==> config.mk <==
export PLATFORM = sky130hd
export DESIGN_NAME = hpm_top
export DESIGN_NICKNAME = d
export VERILOG_FILES = /design/src/common/hpm_pkg.sv /design/src/hpm/hpm_event_gen.sv /design/src/hpm/hpm_counter_bank.sv /design/src/hpm/hpm_apb_regs.sv /design/src/hdl/hpm_top.sv
export SDC_FILE = /design/constraint.sdc
export NUM_CORES = 1
export LEC_CHECK = 0
export ABC_AREA = 1
export BUFFER_PORTS_ARGS = -buffer_cell sky130_fd_sc_hd__buf_2
export CAP_MARGIN = 20
export CORE_UTILIZATION = 55
export DETAILED_ROUTE_END_ITERATION = 8
export PLACE_DENSITY_LB_ADDON = 0.2
export SETUP_SLACK_MARGIN = 0.15
export SYNTH_ARGS = -nofsm -noshare
export SYNTH_HDL_FRONTEND = slang
export SYNTH_SLANG_ARGS = --single-unit
==> constraint.sdc <==
create_clock -name CLK -period 1.6 [get_ports CLK]
set_input_delay 0.16 -clock CLK [delete_from_list [all_inputs] [get_ports CLK]]
set_output_delay 0.16 -clock CLK [all_outputs]
set_load 0.02 [all_outputs]
==> src/common/hpm_pkg.sv <==
// Performance monitor shared definitions
// Widths, value types and event indices
// APB register map offsets
// APB request/response and counter preload structs

package hpm_pkg;

    // ------------------------------
    // Widths
    // ------------------------------
    localparam int unsigned DATA_W       = 32;  // APB data and counter width
    localparam int unsigned APB_ADDR_W   = 8;
    localparam int unsigned MAX_COUNTERS = 8;   // Upper bound for NUM_COUNTERS
    localparam int unsigned CNT_IDX_W    = 3;
    localparam int unsigned NUM_EVENTS   = 8;
    localparam int unsigned EVT_SEL_W    = 3;

    typedef logic [DATA_W-1:0]     hpm_data_t;
    typedef logic [APB_ADDR_W-1:0] apb_addr_t;
    typedef logic [EVT_SEL_W-1:0]  evt_sel_t;     // Event watched by a counter
    typedef logic [CNT_IDX_W-1:0]  cnt_idx_t;
    typedef logic [NUM_EVENTS-1:0] hpm_events_t;  // One bit per event

    // Event line positions, also the selector encoding
    typedef enum logic [EVT_SEL_W-1:0] {
        EVT_CYCLE         = 3'd0,
        EVT_IC_REQ        = 3'd1,
        EVT_IC_KILL       = 3'd2,
        EVT_IC_BUSY       = 3'd3,
        EVT_L2_HIT        = 3'd4,
        EVT_ITLB_MISS_CYC = 3'd5,
        EVT_LOAD          = 3'd6,
        EVT_STORE         = 3'd7
    } hpm_event_e;

    // ------------------------------
    // Register map
    // ------------------------------
    localparam apb_addr_t   REG_CTRL     = 8'h00;
    localparam apb_addr_t   REG_SEL_BASE = 8'h10;  // Selector n at base + 4n
    localparam apb_addr_t   REG_CNT_BASE = 8'h20;  // Counter n at base + 4n
    localparam int unsigned CTRL_EN_BIT  = 0;      // Global count enable

    // ------------------------------
    // Bus and strobe bundles
    // ------------------------------
    typedef struct packed {
        logic      psel;
        logic      penable;
        logic      pwrite;
        apb_addr_t paddr;
        hpm_data_t pwdata;
    } apb_req_t;

    typedef struct packed {
        logic      pready;
        logic      pslverr;
        hpm_data_t prdata;
    } apb_rsp_t;

    // Counter preload from the register side
    typedef struct packed {
        logic      valid;
        cnt_idx_t  idx;
        hpm_data_t data;
    } cnt_wr_t;

endpackage

==> src/hpm/hpm_event_gen.sv <==
// Performance monitor event conditioning
// Derives the event vector from raw core signals
// and registers it once

`timescale 1ns/1ps

module hpm_event_gen
    import hpm_pkg::*;
(
    input  logic        CLK,
    input  logic        RST,

    // Instruction fetch side
    input  logic        icache_req_valid_i,
    input  logic        icache_req_kill_i,
    input  logic        icache_ready_i,

    // Refill grant from L2
    input  logic        grant_valid_i,
    input  logic [1:0]  grant_beat_i,
    input  logic        l2_hit_i,

    // Instruction TLB
    input  logic        itlb_miss_i,
    input  logic        itlb_ready_i,

    // Data memory
    input  logic        dmem_is_load_i,
    input  logic        dmem_is_store_i,

    output hpm_events_t events_o
);

    localparam logic [1:0] LAST_BEAT = 2'd3;  // Fourth beat closes a refill

    hpm_events_t events_d;
    hpm_events_t events_q;
    logic        refill_done;
    logic        l2_hit_evt;
    logic        itlb_miss_cyc;

    // ------------------------------
    // Derived conditions
    // ------------------------------
    assign refill_done   = grant_valid_i && (grant_beat_i == LAST_BEAT);
    assign l2_hit_evt    = refill_done && l2_hit_i;
    assign itlb_miss_cyc = itlb_miss_i && !itlb_ready_i;  // Waiting on the walk

    always_comb begin
        events_d                    = '0;
        events_d[EVT_CYCLE]         = 1'b1;
        events_d[EVT_IC_REQ]        = icache_req_valid_i;
        events_d[EVT_IC_KILL]       = icache_req_kill_i;
        events_d[EVT_IC_BUSY]       = !icache_ready_i;
        events_d[EVT_L2_HIT]        = l2_hit_evt;
        events_d[EVT_ITLB_MISS_CYC] = itlb_miss_cyc;
        events_d[EVT_LOAD]          = dmem_is_load_i;
        events_d[EVT_STORE]         = dmem_is_store_i;
    end

    // One register stage between the core and the counters
    always_ff @(posedge CLK or negedge RST) begin
        if (!RST) begin
            events_q <= '0;
        end else begin
            events_q <= events_d;
        end
    end

    assign events_o = events_q;

endmodule

==> src/hpm/hpm_counter_bank.sv <==
// Performance monitor counter bank
// Per-counter event select, gated increment
// and preload from the register port

`timescale 1ns/1ps

module hpm_counter_bank
    import hpm_pkg::*;
#(
    parameter int unsigned NUM_COUNTERS = 4
) (
    input  logic                         CLK,
    input  logic                         RST,
    input  hpm_events_t                  events_i,  // Registered event lines
    input  logic                         enable_i,  // Global enable
    input  evt_sel_t  [NUM_COUNTERS-1:0] sel_i,
    input  cnt_wr_t                      cnt_wr_i,
    output hpm_data_t [NUM_COUNTERS-1:0] counts_o
);

    hpm_data_t [NUM_COUNTERS-1:0] cnt_q;
    hpm_data_t [NUM_COUNTERS-1:0] cnt_d;
    logic      [NUM_COUNTERS-1:0] evt_hit;
    logic      [NUM_COUNTERS-1:0] inc;
    logic      [NUM_COUNTERS-1:0] load;

    // ------------------------------
    // Event pick and strobes
    // ------------------------------
    always_comb begin
        for (int n = 0; n < NUM_COUNTERS; n++) begin
            evt_hit[n] = events_i[sel_i[n]];
            inc[n]     = enable_i && evt_hit[n];
            load[n]    = cnt_wr_i.valid && (cnt_wr_i.idx == cnt_idx_t'(n));
        end
    end

    // ------------------------------
    // Next value
    // ------------------------------
    always_comb begin
        for (int n = 0; n < NUM_COUNTERS; n++) begin
            if (load[n]) begin
                cnt_d[n] = cnt_wr_i.data;  // Preload wins over counting
            end else if (inc[n]) begin
                cnt_d[n] = cnt_q[n] + hpm_data_t'(1);  // Wraps at 2^32
            end else begin
                cnt_d[n] = cnt_q[n];
            end
        end
    end

    // Counter registers
    always_ff @(posedge CLK or negedge RST) begin
        if (!RST) begin
            cnt_q <= '0;
        end else begin
            cnt_q <= cnt_d;
        end
    end

    assign counts_o = cnt_q;

endmodule

==> src/hpm/hpm_apb_regs.sv <==
// Performance monitor APB register block
// Zero wait state APB slave with map decode
// Control and selector registers, counter preload strobe
// Read data mux and error response

`timescale 1ns/1ps

module hpm_apb_regs
    import hpm_pkg::*;
#(
    parameter int unsigned NUM_COUNTERS = 4
) (
    input  logic                         CLK,
    input  logic                         RST,
    input  apb_req_t                     apb_req_i,
    input  hpm_data_t [NUM_COUNTERS-1:0] counts_i,
    output apb_rsp_t                     apb_rsp_o,
    output logic                         enable_o,
    output evt_sel_t  [NUM_COUNTERS-1:0] sel_o,
    output cnt_wr_t                      cnt_wr_o
);

    // Selector window ends where the counter window starts
    localparam apb_addr_t SEL_END = REG_CNT_BASE;
    localparam apb_addr_t CNT_END = apb_addr_t'(REG_CNT_BASE + 4 * MAX_COUNTERS);

    logic                        access;
    logic                        aligned;
    logic                        ctrl_hit;
    logic                        sel_hit;
    logic                        cnt_hit;
    logic                        mapped;
    logic                        wr_en;
    apb_addr_t                   sel_offs;
    apb_addr_t                   cnt_offs;
    cnt_idx_t                    sel_idx;
    cnt_idx_t                    cnt_idx;
    hpm_data_t                   rdata;
    logic                        ctrl_en_q;
    evt_sel_t [NUM_COUNTERS-1:0] sel_q;

    // ------------------------------
    // Address decode
    // ------------------------------
    assign access   = apb_req_i.psel && apb_req_i.penable;  // Access phase
    assign aligned  = (apb_req_i.paddr[1:0] == 2'b00);
    assign sel_offs = apb_req_i.paddr - REG_SEL_BASE;
    assign cnt_offs = apb_req_i.paddr - REG_CNT_BASE;
    assign sel_idx  = sel_offs[CNT_IDX_W+1:2];
    assign cnt_idx  = cnt_offs[CNT_IDX_W+1:2];

    assign ctrl_hit = (apb_req_i.paddr == REG_CTRL);

    assign sel_hit = aligned
                     && (apb_req_i.paddr >= REG_SEL_BASE)
                     && (apb_req_i.paddr < SEL_END)
                     && (32'(sel_idx) < NUM_COUNTERS);

    assign cnt_hit = aligned
                     && (apb_req_i.paddr >= REG_CNT_BASE)
                     && (apb_req_i.paddr < CNT_END)
                     && (32'(cnt_idx) < NUM_COUNTERS);

    assign mapped = ctrl_hit || sel_hit || cnt_hit;
    assign wr_en  = access && apb_req_i.pwrite && mapped;

    // ------------------------------
    // Control and selectors
    // ------------------------------
    always_ff @(posedge CLK or negedge RST) begin
        if (!RST) begin
            ctrl_en_q <= 1'b0;
            sel_q     <= '0;
        end else if (wr_en) begin
            if (ctrl_hit) begin
                ctrl_en_q <= apb_req_i.pwdata[CTRL_EN_BIT];
            end
            if (sel_hit) begin
                sel_q[sel_idx] <= apb_req_i.pwdata[EVT_SEL_W-1:0];  // Low bits only
            end
        end
    end

    // Preload strobe taken by the counter bank at the access-ending edge
    always_comb begin
        cnt_wr_o.valid = wr_en && cnt_hit;
        cnt_wr_o.idx   = cnt_idx;
        cnt_wr_o.data  = apb_req_i.pwdata;
    end

    // ------------------------------
    // Read path
    // ------------------------------
    always_comb begin
        rdata = '0;  // Unmapped reads return zero
        if (ctrl_hit) begin
            rdata[CTRL_EN_BIT] = ctrl_en_q;
        end else if (sel_hit) begin
            rdata = hpm_data_t'(sel_q[sel_idx]);
        end else if (cnt_hit) begin
            rdata = counts_i[cnt_idx];
        end
    end

    always_comb begin
        apb_rsp_o.pready  = access;  // No wait states
        apb_rsp_o.pslverr = access && !mapped;
        apb_rsp_o.prdata  = (access && !apb_req_i.pwrite) ? rdata : '0;
    end

    assign enable_o = ctrl_en_q;
    assign sel_o    = sel_q;

endmodule

==> src/hdl/hpm_top.sv <==
// Performance monitor top level
// Event conditioning, counter bank and APB register block

`timescale 1ns/1ps

module hpm_top
    import hpm_pkg::*;
#(
    parameter int unsigned NUM_COUNTERS = 4
) (
    input  logic       CLK,
    input  logic       RST,

    // Register port
    input  apb_req_t   apb_req_i,
    output apb_rsp_t   apb_rsp_o,

    // Raw core events
    input  logic       icache_req_valid_i,
    input  logic       icache_req_kill_i,
    input  logic       icache_ready_i,
    input  logic       grant_valid_i,
    input  logic [1:0] grant_beat_i,
    input  logic       l2_hit_i,
    input  logic       itlb_miss_i,
    input  logic       itlb_ready_i,
    input  logic       dmem_is_load_i,
    input  logic       dmem_is_store_i
);

    hpm_events_t                  events;
    logic                         enable;
    evt_sel_t  [NUM_COUNTERS-1:0] sel;
    cnt_wr_t                      cnt_wr;
    hpm_data_t [NUM_COUNTERS-1:0] counts;

    hpm_event_gen u_event_gen (
        .CLK                (CLK),
        .RST                (RST),
        .icache_req_valid_i (icache_req_valid_i),
        .icache_req_kill_i  (icache_req_kill_i),
        .icache_ready_i     (icache_ready_i),
        .grant_valid_i      (grant_valid_i),
        .grant_beat_i       (grant_beat_i),
        .l2_hit_i           (l2_hit_i),
        .itlb_miss_i        (itlb_miss_i),
        .itlb_ready_i       (itlb_ready_i),
        .dmem_is_load_i     (dmem_is_load_i),
        .dmem_is_store_i    (dmem_is_store_i),
        .events_o           (events)
    );

    hpm_counter_bank #(
        .NUM_COUNTERS (NUM_COUNTERS)
    ) u_counter_bank (
        .CLK      (CLK),
        .RST      (RST),
        .events_i (events),
        .enable_i (enable),
        .sel_i    (sel),
        .cnt_wr_i (cnt_wr),
        .counts_o (counts)
    );

    hpm_apb_regs #(
        .NUM_COUNTERS (NUM_COUNTERS)
    ) u_apb_regs (
        .CLK       (CLK),
        .RST       (RST),
        .apb_req_i (apb_req_i),
        .counts_i  (counts),
        .apb_rsp_o (apb_rsp_o),
        .enable_o  (enable),
        .sel_o     (sel),
        .cnt_wr_o  (cnt_wr)
    );

endmodule

==> flow_metrics.env, run 1 <==
export IMPL_num_rows=53
export IMPL_ys_seq_area_frac=0.314
export IMPL_numCtsBuffers=17
export IMPL_synth_top_family_by_area="simple AND/OR/NAND/NOR gates"
export IMPL_outcome="stopped before the end"
export IMPL_synthTopCellsByArea="dfrtp_1, nand2_1, nand3_1, nor2_1, inv_1"
export IMPL_dp_cells=2513
export IMPL_preCtsSetupSlack_ns=-0.162
export IMPL_cts_sink_count=149
export IMPL_io_pins=90
export IMPL_grt_worst_endpoint="apb_rsp_o[29]"
export IMPL_place_congestion=1.09
export IMPL_synth_compound_area_frac=0.0746
export IMPL_endpoint_type="output port"
export IMPL_synth_simple_area_share=0.516
export IMPL_synth_warnings=0
export IMPL_yosys_area_share_adder=0.00421
export IMPL_die_h_um=149
export IMPL_dp_hpwl_um=37200
export IMPL_synthXorXnorAreaFrac=0.0251
export IMPL_yosys_mux_area_fraction=0
export IMPL_stop_stage="global routing"
export IMPL_cts_path_max_buffers=2
export IMPL_htreeDepth=4
export IMPL_ys_ff_latch=149
export IMPL_synth_top_area_frac=0.314
export IMPL_cts_root_buffer="clkbuf_16"
export IMPL_overflow=114
export IMPL_track_usage=0.785
export IMPL_synth_area_sq_um=11900
export IMPL_ys_types=38
export IMPL_start_util=0.564
export IMPL_synth_top_area_cell="dfrtp_1"
export IMPL_toolErrorMsg="[ERROR GRT-0232] Routing congestion too high. Check the congestion heatmap in the GUI."
export IMPL_postSynthCellCount=1994
export IMPL_portBuffers=89
export IMPL_synth_area_per_cell_sq_um=5.96
export IMPL_syn_nets=2054
export IMPL_grt_max_degree=40
export IMPL_fp_dieW_um=149
## what timing repair did
| action | CTS |
|---|---|
| endpoints found under the hold margin | 41 |
| buffers inserted | 133 |
| endpoints found under the setup margin | 160 |
| cloned | 5 |
| gates resized for setup | 428 |
| hold buffers | 12 |
| pin swaps | 106 |
## per-stage QoR
step,cell area (sq um),hold slack (ns)
3_3_place_gp,14300,0.114
4_1_cts,17700,0.0463
3_5_place_dp,14300,0.121
2_1_floorplan,12000,-0.136
## cells by family after synthesis
kind of cell / count (synthesis)
fa+ha+maj: 4
simple gates: 1474
flops: 149
buf+inv: 187
xor+xnor: 34
other cells: 1
compound gates: 145
## layer usage
layer	GRT overflow	track usage
met5	0	0.261
met4	39	0.792
met3	1	0.614
met2	72	0.963
met1	2	0.786
## Yosys cell counts, drive strengths merged
library cell,count
inv,129
a41oi,5
nand3b,34
a221oi,21
nand2,953
a22oi,3
nand4,2
xnor2,9
o22ai,20
nor2,260
a21oi,3
buf,42
conb,1
or2,1
ha,4
xor2,25
nand3,223
a31oi,3
dfrtp,149
nor4,1
o21bai,5
clkbuf,16
o21ai,81
o2111ai,4
==> run 2: changes to the inputs <==
--- a/config.mk
+++ b/config.mk
@@ -8,10 +8,9 @@
 export ABC_AREA = 1
 export BUFFER_PORTS_ARGS = -buffer_cell sky130_fd_sc_hd__buf_2
 export CAP_MARGIN = 20
-export CORE_UTILIZATION = 55
+export CORE_UTILIZATION = 40
 export DETAILED_ROUTE_END_ITERATION = 8
-export PLACE_DENSITY_LB_ADDON = 0.2
-export SETUP_SLACK_MARGIN = 0.15
+export PLACE_DENSITY_LB_ADDON = 0.15
 export SYNTH_ARGS = -nofsm -noshare
 export SYNTH_HDL_FRONTEND = slang
 export SYNTH_SLANG_ARGS = --single-unit
==> constraint.sdc (replaced) <==
create_clock -name CLK -period 2.1 [get_ports CLK]
set_input_delay 0.21 -clock CLK [delete_from_list [all_inputs] [get_ports CLK]]
set_output_delay 0.21 -clock CLK [all_outputs]
set_load 0.02 [all_outputs]
==> run 2 against run 1 <==
The run now ends clean. Synthesized area did not move. Synthesized cell count unchanged.
==> flow_metrics.env, run 2 <==
export IMPL_drt_first_pass_iters=6
export IMPL_die_h_um=174
export IMPL_fin_area_sq_um=13700
export IMPL_portBuffers=89
export IMPL_synthXorXnorAreaFrac=0.0251
export IMPL_whs_ns=0.0987
export IMPL_setup_slack_ns=0.0864
export IMPL_final_setup_tns_ns=0
export IMPL_cts_sink_count=149
export IMPL_wl_per_cell_um=18.8
export IMPL_synth_compound_area_frac=0.0746
export IMPL_fin_crit_ns=2.01
export IMPL_tightest_slew_ns=0.708
export IMPL_fin_util=0.474
export IMPL_ys_types=38
export IMPL_drv_cap=0
export IMPL_crit_required_ns=1.89
export IMPL_worstSetupStartpointType="register"
export IMPL_clock_skew_ns=0.0134
export IMPL_postSynthCellCount=1994
export IMPL_min_from="apb_req_i[31]"
export IMPL_critical_path_class="register to primary output"
export IMPL_max_vdd_ir_drop_mv=0.576
export IMPL_synth_top_flop_cell="dfrtp_1"
export IMPL_synth_warnings=0
export IMPL_place_congestion=1.03
export IMPL_grt_pass1_vias=12700
export IMPL_drt_wl_total_um=46900
export IMPL_fmax_mhz=497
export IMPL_worstSetupEndpointType="primary output"
export IMPL_r2r_slack_ns=0.16
export IMPL_drt_iter0_markers=1287
export IMPL_ys_ff_latch=149
export IMPL_p_per_area_nw_per_um2=533
export IMPL_clkTransAtPathRegs_ns=0.07
export IMPL_cts_root_buffer="clkbuf_16"
export IMPL_core_area_sq_um=28900
export IMPL_rsz0062_at_grt="no"
export IMPL_grt_pass1_wl_um=72500
export IMPL_ant_nets=0
export IMPL_setup_violations_final=0
export IMPL_yosys_mux_area_fraction=0
export IMPL_min_path_cells=3
export IMPL_antennaDiodeCount=0
export IMPL_synth_top_area_frac=0.314
export IMPL_synth_area_per_cell_sq_um=5.96
export IMPL_whs_endpoint="u_counter_bank.counts_o[63]$_DFFE_PN0P_"
export IMPL_yosysMostFrequentCell="nand2_1"
export IMPL_rr_worst_depth=10
export IMPL_synthArstFlopShare=1.00
export IMPL_final_common_cell="nand2_1"
export IMPL_ys_seq_area_frac=0.314
export IMPL_grt_max_degree=57
export IMPL_cts_path_max_buffers=2
export IMPL_r2r_start="u_counter_bank.counts_o[40]$_DFFE_PN0P_"
export IMPL_antenna_found_initial=0
export IMPL_maxSlewViolCount=0
export IMPL_cts_tree="built"
export IMPL_synth_top_family_by_area="simple AND/OR/NAND/NOR gates"
export IMPL_synth_top_area_cell="dfrtp_1"
export IMPL_cp_data_arrival_time_ns=1.80
export IMPL_slew_headroom=0.528
export IMPL_yosys_area_share_adder=0.00421
export IMPL_numCtsBuffers=17
export IMPL_synthTopCellsByArea="dfrtp_1, nand2_1, nand3_1, nor2_1, inv_1"
export IMPL_route_detailed_drc=0
export IMPL_fp_dieW_um=174
export IMPL_final_cell_mix="nand2_1, nor2_1, nand3_1"
export IMPL_overflow=0
export IMPL_outcome="complete, no violations"
export IMPL_htreeDepth=4
export IMPL_r2r_end="u_counter_bank.counts_o[44]$_DFFE_PN0P_"
export IMPL_track_usage=0.312
export IMPL_largest_reg_flops=128
export IMPL_period_share=0.959
export IMPL_synth_edff_count=0
export IMPL_num_rows=62
export IMPL_final_hold_viol_count=0
export IMPL_syn_nets=2054
export IMPL_preCtsSetupSlack_ns=0.0666
export IMPL_fp_dieArea_sq_um=30400
export IMPL_drive_above_1_share=0.0993
export IMPL_worst_path_max_fanout=5
export IMPL_min_path_type="input pin to register"
export IMPL_io_pins=90
export IMPL_synth_simple_area_share=0.516
export IMPL_dp_hpwl_um=35700
export IMPL_p_leak_uw=0.00623
export IMPL_syn_to_final_growth_pct=15.5
export IMPL_vias=13600
export IMPL_nNetsFinal=2163
export IMPL_placed_cell_area_sq_um=13000
export IMPL_synth_area_sq_um=11900
export IMPL_worstSkewPairLatency_ns=0.44
export IMPL_start_util=0.411
export IMPL_via_per_inst=5.43
export IMPL_synthTopCellsByCount="nand2_1, nor2_1, nand3_1"
## run 2: cell counts after synthesis
Identical to the previous run, type by type.
## run 2: worst max path at each step
stage	from	endpoint	slack (ns)	cells past startpoint
after floorplan	apb_req_i[33]	apb_rsp_o[19]	0.43	7
after global placement	u_counter_bank.counts_o[64]$_DFFE_PN0P_	u_counter_bank.counts_o[72]$_DFFE_PN0P_	0.11	8
after detailed placement	u_counter_bank.counts_o[64]$_DFFE_PN0P_	u_counter_bank.counts_o[72]$_DFFE_PN0P_	0.07	8
after CTS	u_counter_bank.counts_o[64]$_DFFE_PN0P_	u_counter_bank.counts_o[72]$_DFFE_PN0P_	0.05	8
after global routing	u_counter_bank.counts_o[1]$_DFFE_PN0P_	u_counter_bank.counts_o[10]$_DFFE_PN0P_	0.004	10
final	u_counter_bank.counts_o[77]$_DFFE_PN0P_	apb_rsp_o[13]	0.09	5
## run 2: power by group
group / total, uW / internal (uW) / leakage [uW] / switching [uW]
clock: 3520 / 2120 / 0.000301 / 1400
sequential: 3070 / 2950 / 0.00205 / 122
combinational: 721 / 227 / 0.00388 / 494
## run 2: area by class of cell
class                   instances  area [sq um]
inverters                     129           489
well taps                     384           480
fillers                      3049         15200
clock inverters                11           200
flip-flops and latches        149          3730
repair buffers                148          1010
multi-input cells            1658          7380
clock buffers                  20           437
## run 2: cell families after synthesis
logic type	after synthesis
other cells	1
simple gates	1474
xor+xnor	34
compound gates	145
flops	149
fa+ha+maj	4
buf+inv	187
## run 2: layer usage
layer / GRT usage / vias to the layer above / part of all wire
met2: 0.514 / 582 / 0.47
met5: 0 / - / 0
met4: 0.108 / 0 / 0.033
met3: 0.0494 / 84 / 0.083
li1: - / 6569 / -
met1: 0.414 / 6346 / 0.42
## run 2: repair_timing
item / in CTS / in global routing
resized for setup: 0 / 5
buffers inserted: 0 / 0
endpoints found under the hold margin: 43 / 0
hold buffers: 11 / 0
endpoints found under the setup margin: 0 / 13
## run 2: critical path, cell delays in order (launching register included)
cell and delay [ns]:
dfrtp_1 0.44, inv_1 0.11, o22ai_1 0.29, a221oi_1 0.10, nor2_1 0.21, buf_2 0.21
## run 2: through the flow
step	instances	power, uW
after floorplan	1994	3420
after global placement	2457	3800
after detailed placement	2457	3810
after CTS	2499	7330
after global routing	2499	7530
final	2499	7310
(Power assumes the default switching activity.)
==> run 3: changes to the inputs <==
--- a/config.mk
+++ b/config.mk
@@ -8,7 +8,8 @@
 export ABC_AREA = 1
 export BUFFER_PORTS_ARGS = -buffer_cell sky130_fd_sc_hd__buf_2
 export CAP_MARGIN = 20
-export CORE_UTILIZATION = 40
+export CORE_MARGIN = 5
+export CORE_UTILIZATION = 55
 export DETAILED_ROUTE_END_ITERATION = 8
 export PLACE_DENSITY_LB_ADDON = 0.15
 export SYNTH_ARGS = -nofsm -noshare
==> run 3 against run 2 <==
Via count grew 2.4%. Global-route usage grew 6.6 points. Register-to-register slack lost 0.02 ns. Sequential share of layout area grew 0.26 points.
==> flow_metrics.env, run 3 (same netlist as run 2, synthesis figures left out) <==
export IMPL_fp_dieArea_sq_um=24600
export IMPL_wl_per_cell_um=19.4
export IMPL_drt_first_pass_iters=7
export IMPL_r2r_end="u_counter_bank.counts_o[16]$_DFFE_PN0P_"
export IMPL_drive_above_1_share=0.103
export IMPL_min_path_cells=3
export IMPL_cts_sink_count=149
export IMPL_maxSlewViolCount=0
export IMPL_outcome="complete, no violations"
export IMPL_max_vdd_ir_drop_mv=0.539
export IMPL_whs_endpoint="u_counter_bank.counts_o[63]$_DFFE_PN0P_"
export IMPL_slew_headroom=0.527
export IMPL_place_congestion=0.995
export IMPL_r2r_start="u_counter_bank.counts_o[1]$_DFFE_PN0P_"
export IMPL_drt_wl_total_um=46500
export IMPL_largest_reg_flops=128
export IMPL_fp_dieW_um=157
export IMPL_cts_root_buffer="clkbuf_16"
export IMPL_p_per_area_nw_per_um2=518
export IMPL_grt_max_degree=45
export IMPL_nNetsFinal=2170
export IMPL_numCtsBuffers=17
export IMPL_min_path_type="input pin to register"
export IMPL_power_total_uw=7040
export IMPL_setup_violations_final=0
export IMPL_final_cell_mix="nand2_1, nor2_1, nand3_1"
export IMPL_fin_crit_ns=2.05
export IMPL_ant_nets=0
export IMPL_grt_pass1_wl_um=71400
export IMPL_route_detailed_drc=0
export IMPL_critical_path_class="register to primary output"
export IMPL_setup_slack_ns=0.0501
export IMPL_syn_to_final_growth_pct=14.4
export IMPL_die_h_um=157
export IMPL_grt_pass1_vias=12900
export IMPL_htreeDepth=4
export IMPL_track_usage=0.378
export IMPL_final_common_cell="nand2_1"
export IMPL_preCtsSetupSlack_ns=0.0463
export IMPL_num_rows=53
export IMPL_cts_path_max_buffers=2
export IMPL_drt_iter0_markers=1523
export IMPL_antenna_found_initial=0
export IMPL_io_pins=90
export IMPL_clkTransAtPathRegs_ns=0.08
export IMPL_cts_tree="built"
export IMPL_cp_data_arrival_time_ns=1.84
export IMPL_core_area_sq_um=21200
export IMPL_worst_path_max_fanout=6
export IMPL_final_hold_viol_count=0
export IMPL_worstSkewPairLatency_ns=0.44
export IMPL_dp_hpwl_um=35400
export IMPL_crit_required_ns=1.89
export IMPL_tightest_slew_ns=0.708
export IMPL_vias=13900
export IMPL_r2r_slack_ns=0.14
export IMPL_min_from="apb_req_i[31]"
export IMPL_fmax_mhz=488
export IMPL_portBuffers=89
export IMPL_rsz0062_at_grt="no"
export IMPL_final_setup_tns_ns=0
export IMPL_clock_skew_ns=0.0127
export IMPL_rr_worst_depth=8
export IMPL_antennaDiodeCount=0
export IMPL_via_per_inst=5.80
export IMPL_drv_cap=0
export IMPL_p_leak_uw=0.00626
export IMPL_overflow=0
export IMPL_worstSetupEndpointType="primary output"
export IMPL_start_util=0.562
export IMPL_worstSetupStartpointType="register"
export IMPL_period_share=0.976
-- run 3: cell count changes in the layout (fill, tap and decap cells not counted), moves of 2 or more --
cell | previous run | this run
buf_4 | 41 | 49
inv_8 | 0 | 5
bufinv_16 | 5 | 1
clkinv_8 | 0 | 2
clkbuf_1 | 3 | 0
-- run 3: cell type report --
| cell class | instances | area [sq um] |
|---|---|---|
| clock buffers | 17 | 425 |
| clock inverters | 15 | 179 |
| fillers | 2040 | 7560 |
| inverters | 129 | 489 |
| multi-input cells | 1658 | 7380 |
| flip-flops and latches | 149 | 3730 |
| well taps | 275 | 344 |
| repair buffers | 155 | 1050 |
-- run 3: worst max-delay path, cell delays in order, from the launching register on --
cell	delay, ns
dfrtp_1	0.46
inv_1	0.08
o22ai_1	0.44
a221oi_1	0.10
nor2_1	0.13
buf_2	0.18
-- run 3: worst max path at each step --
stage | startpoint | endpoint
5_1_grt | u_counter_bank.counts_o[33]$_DFFE_PN0P_ | u_counter_bank.counts_o[42]$_DFFE_PN0P_
3_5_place_dp | u_counter_bank.counts_o[33]$_DFFE_PN0P_ | u_counter_bank.counts_o[42]$_DFFE_PN0P_
2_1_floorplan | apb_req_i[33] | apb_rsp_o[19]
3_3_place_gp | u_counter_bank.counts_o[33]$_DFFE_PN0P_ | u_counter_bank.counts_o[58]$_DFFE_PN0P_
4_1_cts | u_counter_bank.counts_o[33]$_DFFE_PN0P_ | u_counter_bank.counts_o[42]$_DFFE_PN0P_
6_report | u_counter_bank.counts_o[123]$_DFFE_PN0P_ | apb_rsp_o[27]
-- run 3: layer usage --
| layer | global-route usage | up-vias | wire length, um |
|---|---|---|---|
| li1 | - | 6592 | - |
| met1 | 0.487 | 6363 | 17800 |
| met2 | 0.623 | 800 | 21400 |
| met3 | 0.0696 | 150 | 4990 |
| met4 | 0.167 | 0 | 2210 |
| met5 | 0 | - | 0 |
-- run 3: power breakdown --
| group | internal [uW] | switching (uW) |
|---|---|---|
| registers | 2950 | 116 |
| clock network | 1710 | 1540 |
| logic | 229 | 496 |
-- run 3: timing repair --
action                                  4_1_cts  5_1_grt
hold buffers                                 11        0
hold endpoints to repair                     41        0
endpoints found under the setup margin        0        6
setup buffers                                 0        0
gates resized for setup                       0        3
-- run 3: per-stage QoR --
stage | cells | cell area, sq um | hold slack [ns] | utilization
floorplan | 1994 | 11900 | -0.0856 | -
global placement | 2355 | 12900 | 0.148 | 0.609
finish | 2398 | 13600 | 0.0871 | 0.643
CTS | 2398 | 13600 | 0.0931 | 0.642
global route | 2398 | 13600 | 0.116 | 0.643
detailed placement | 2355 | 12900 | 0.152 | 0.609
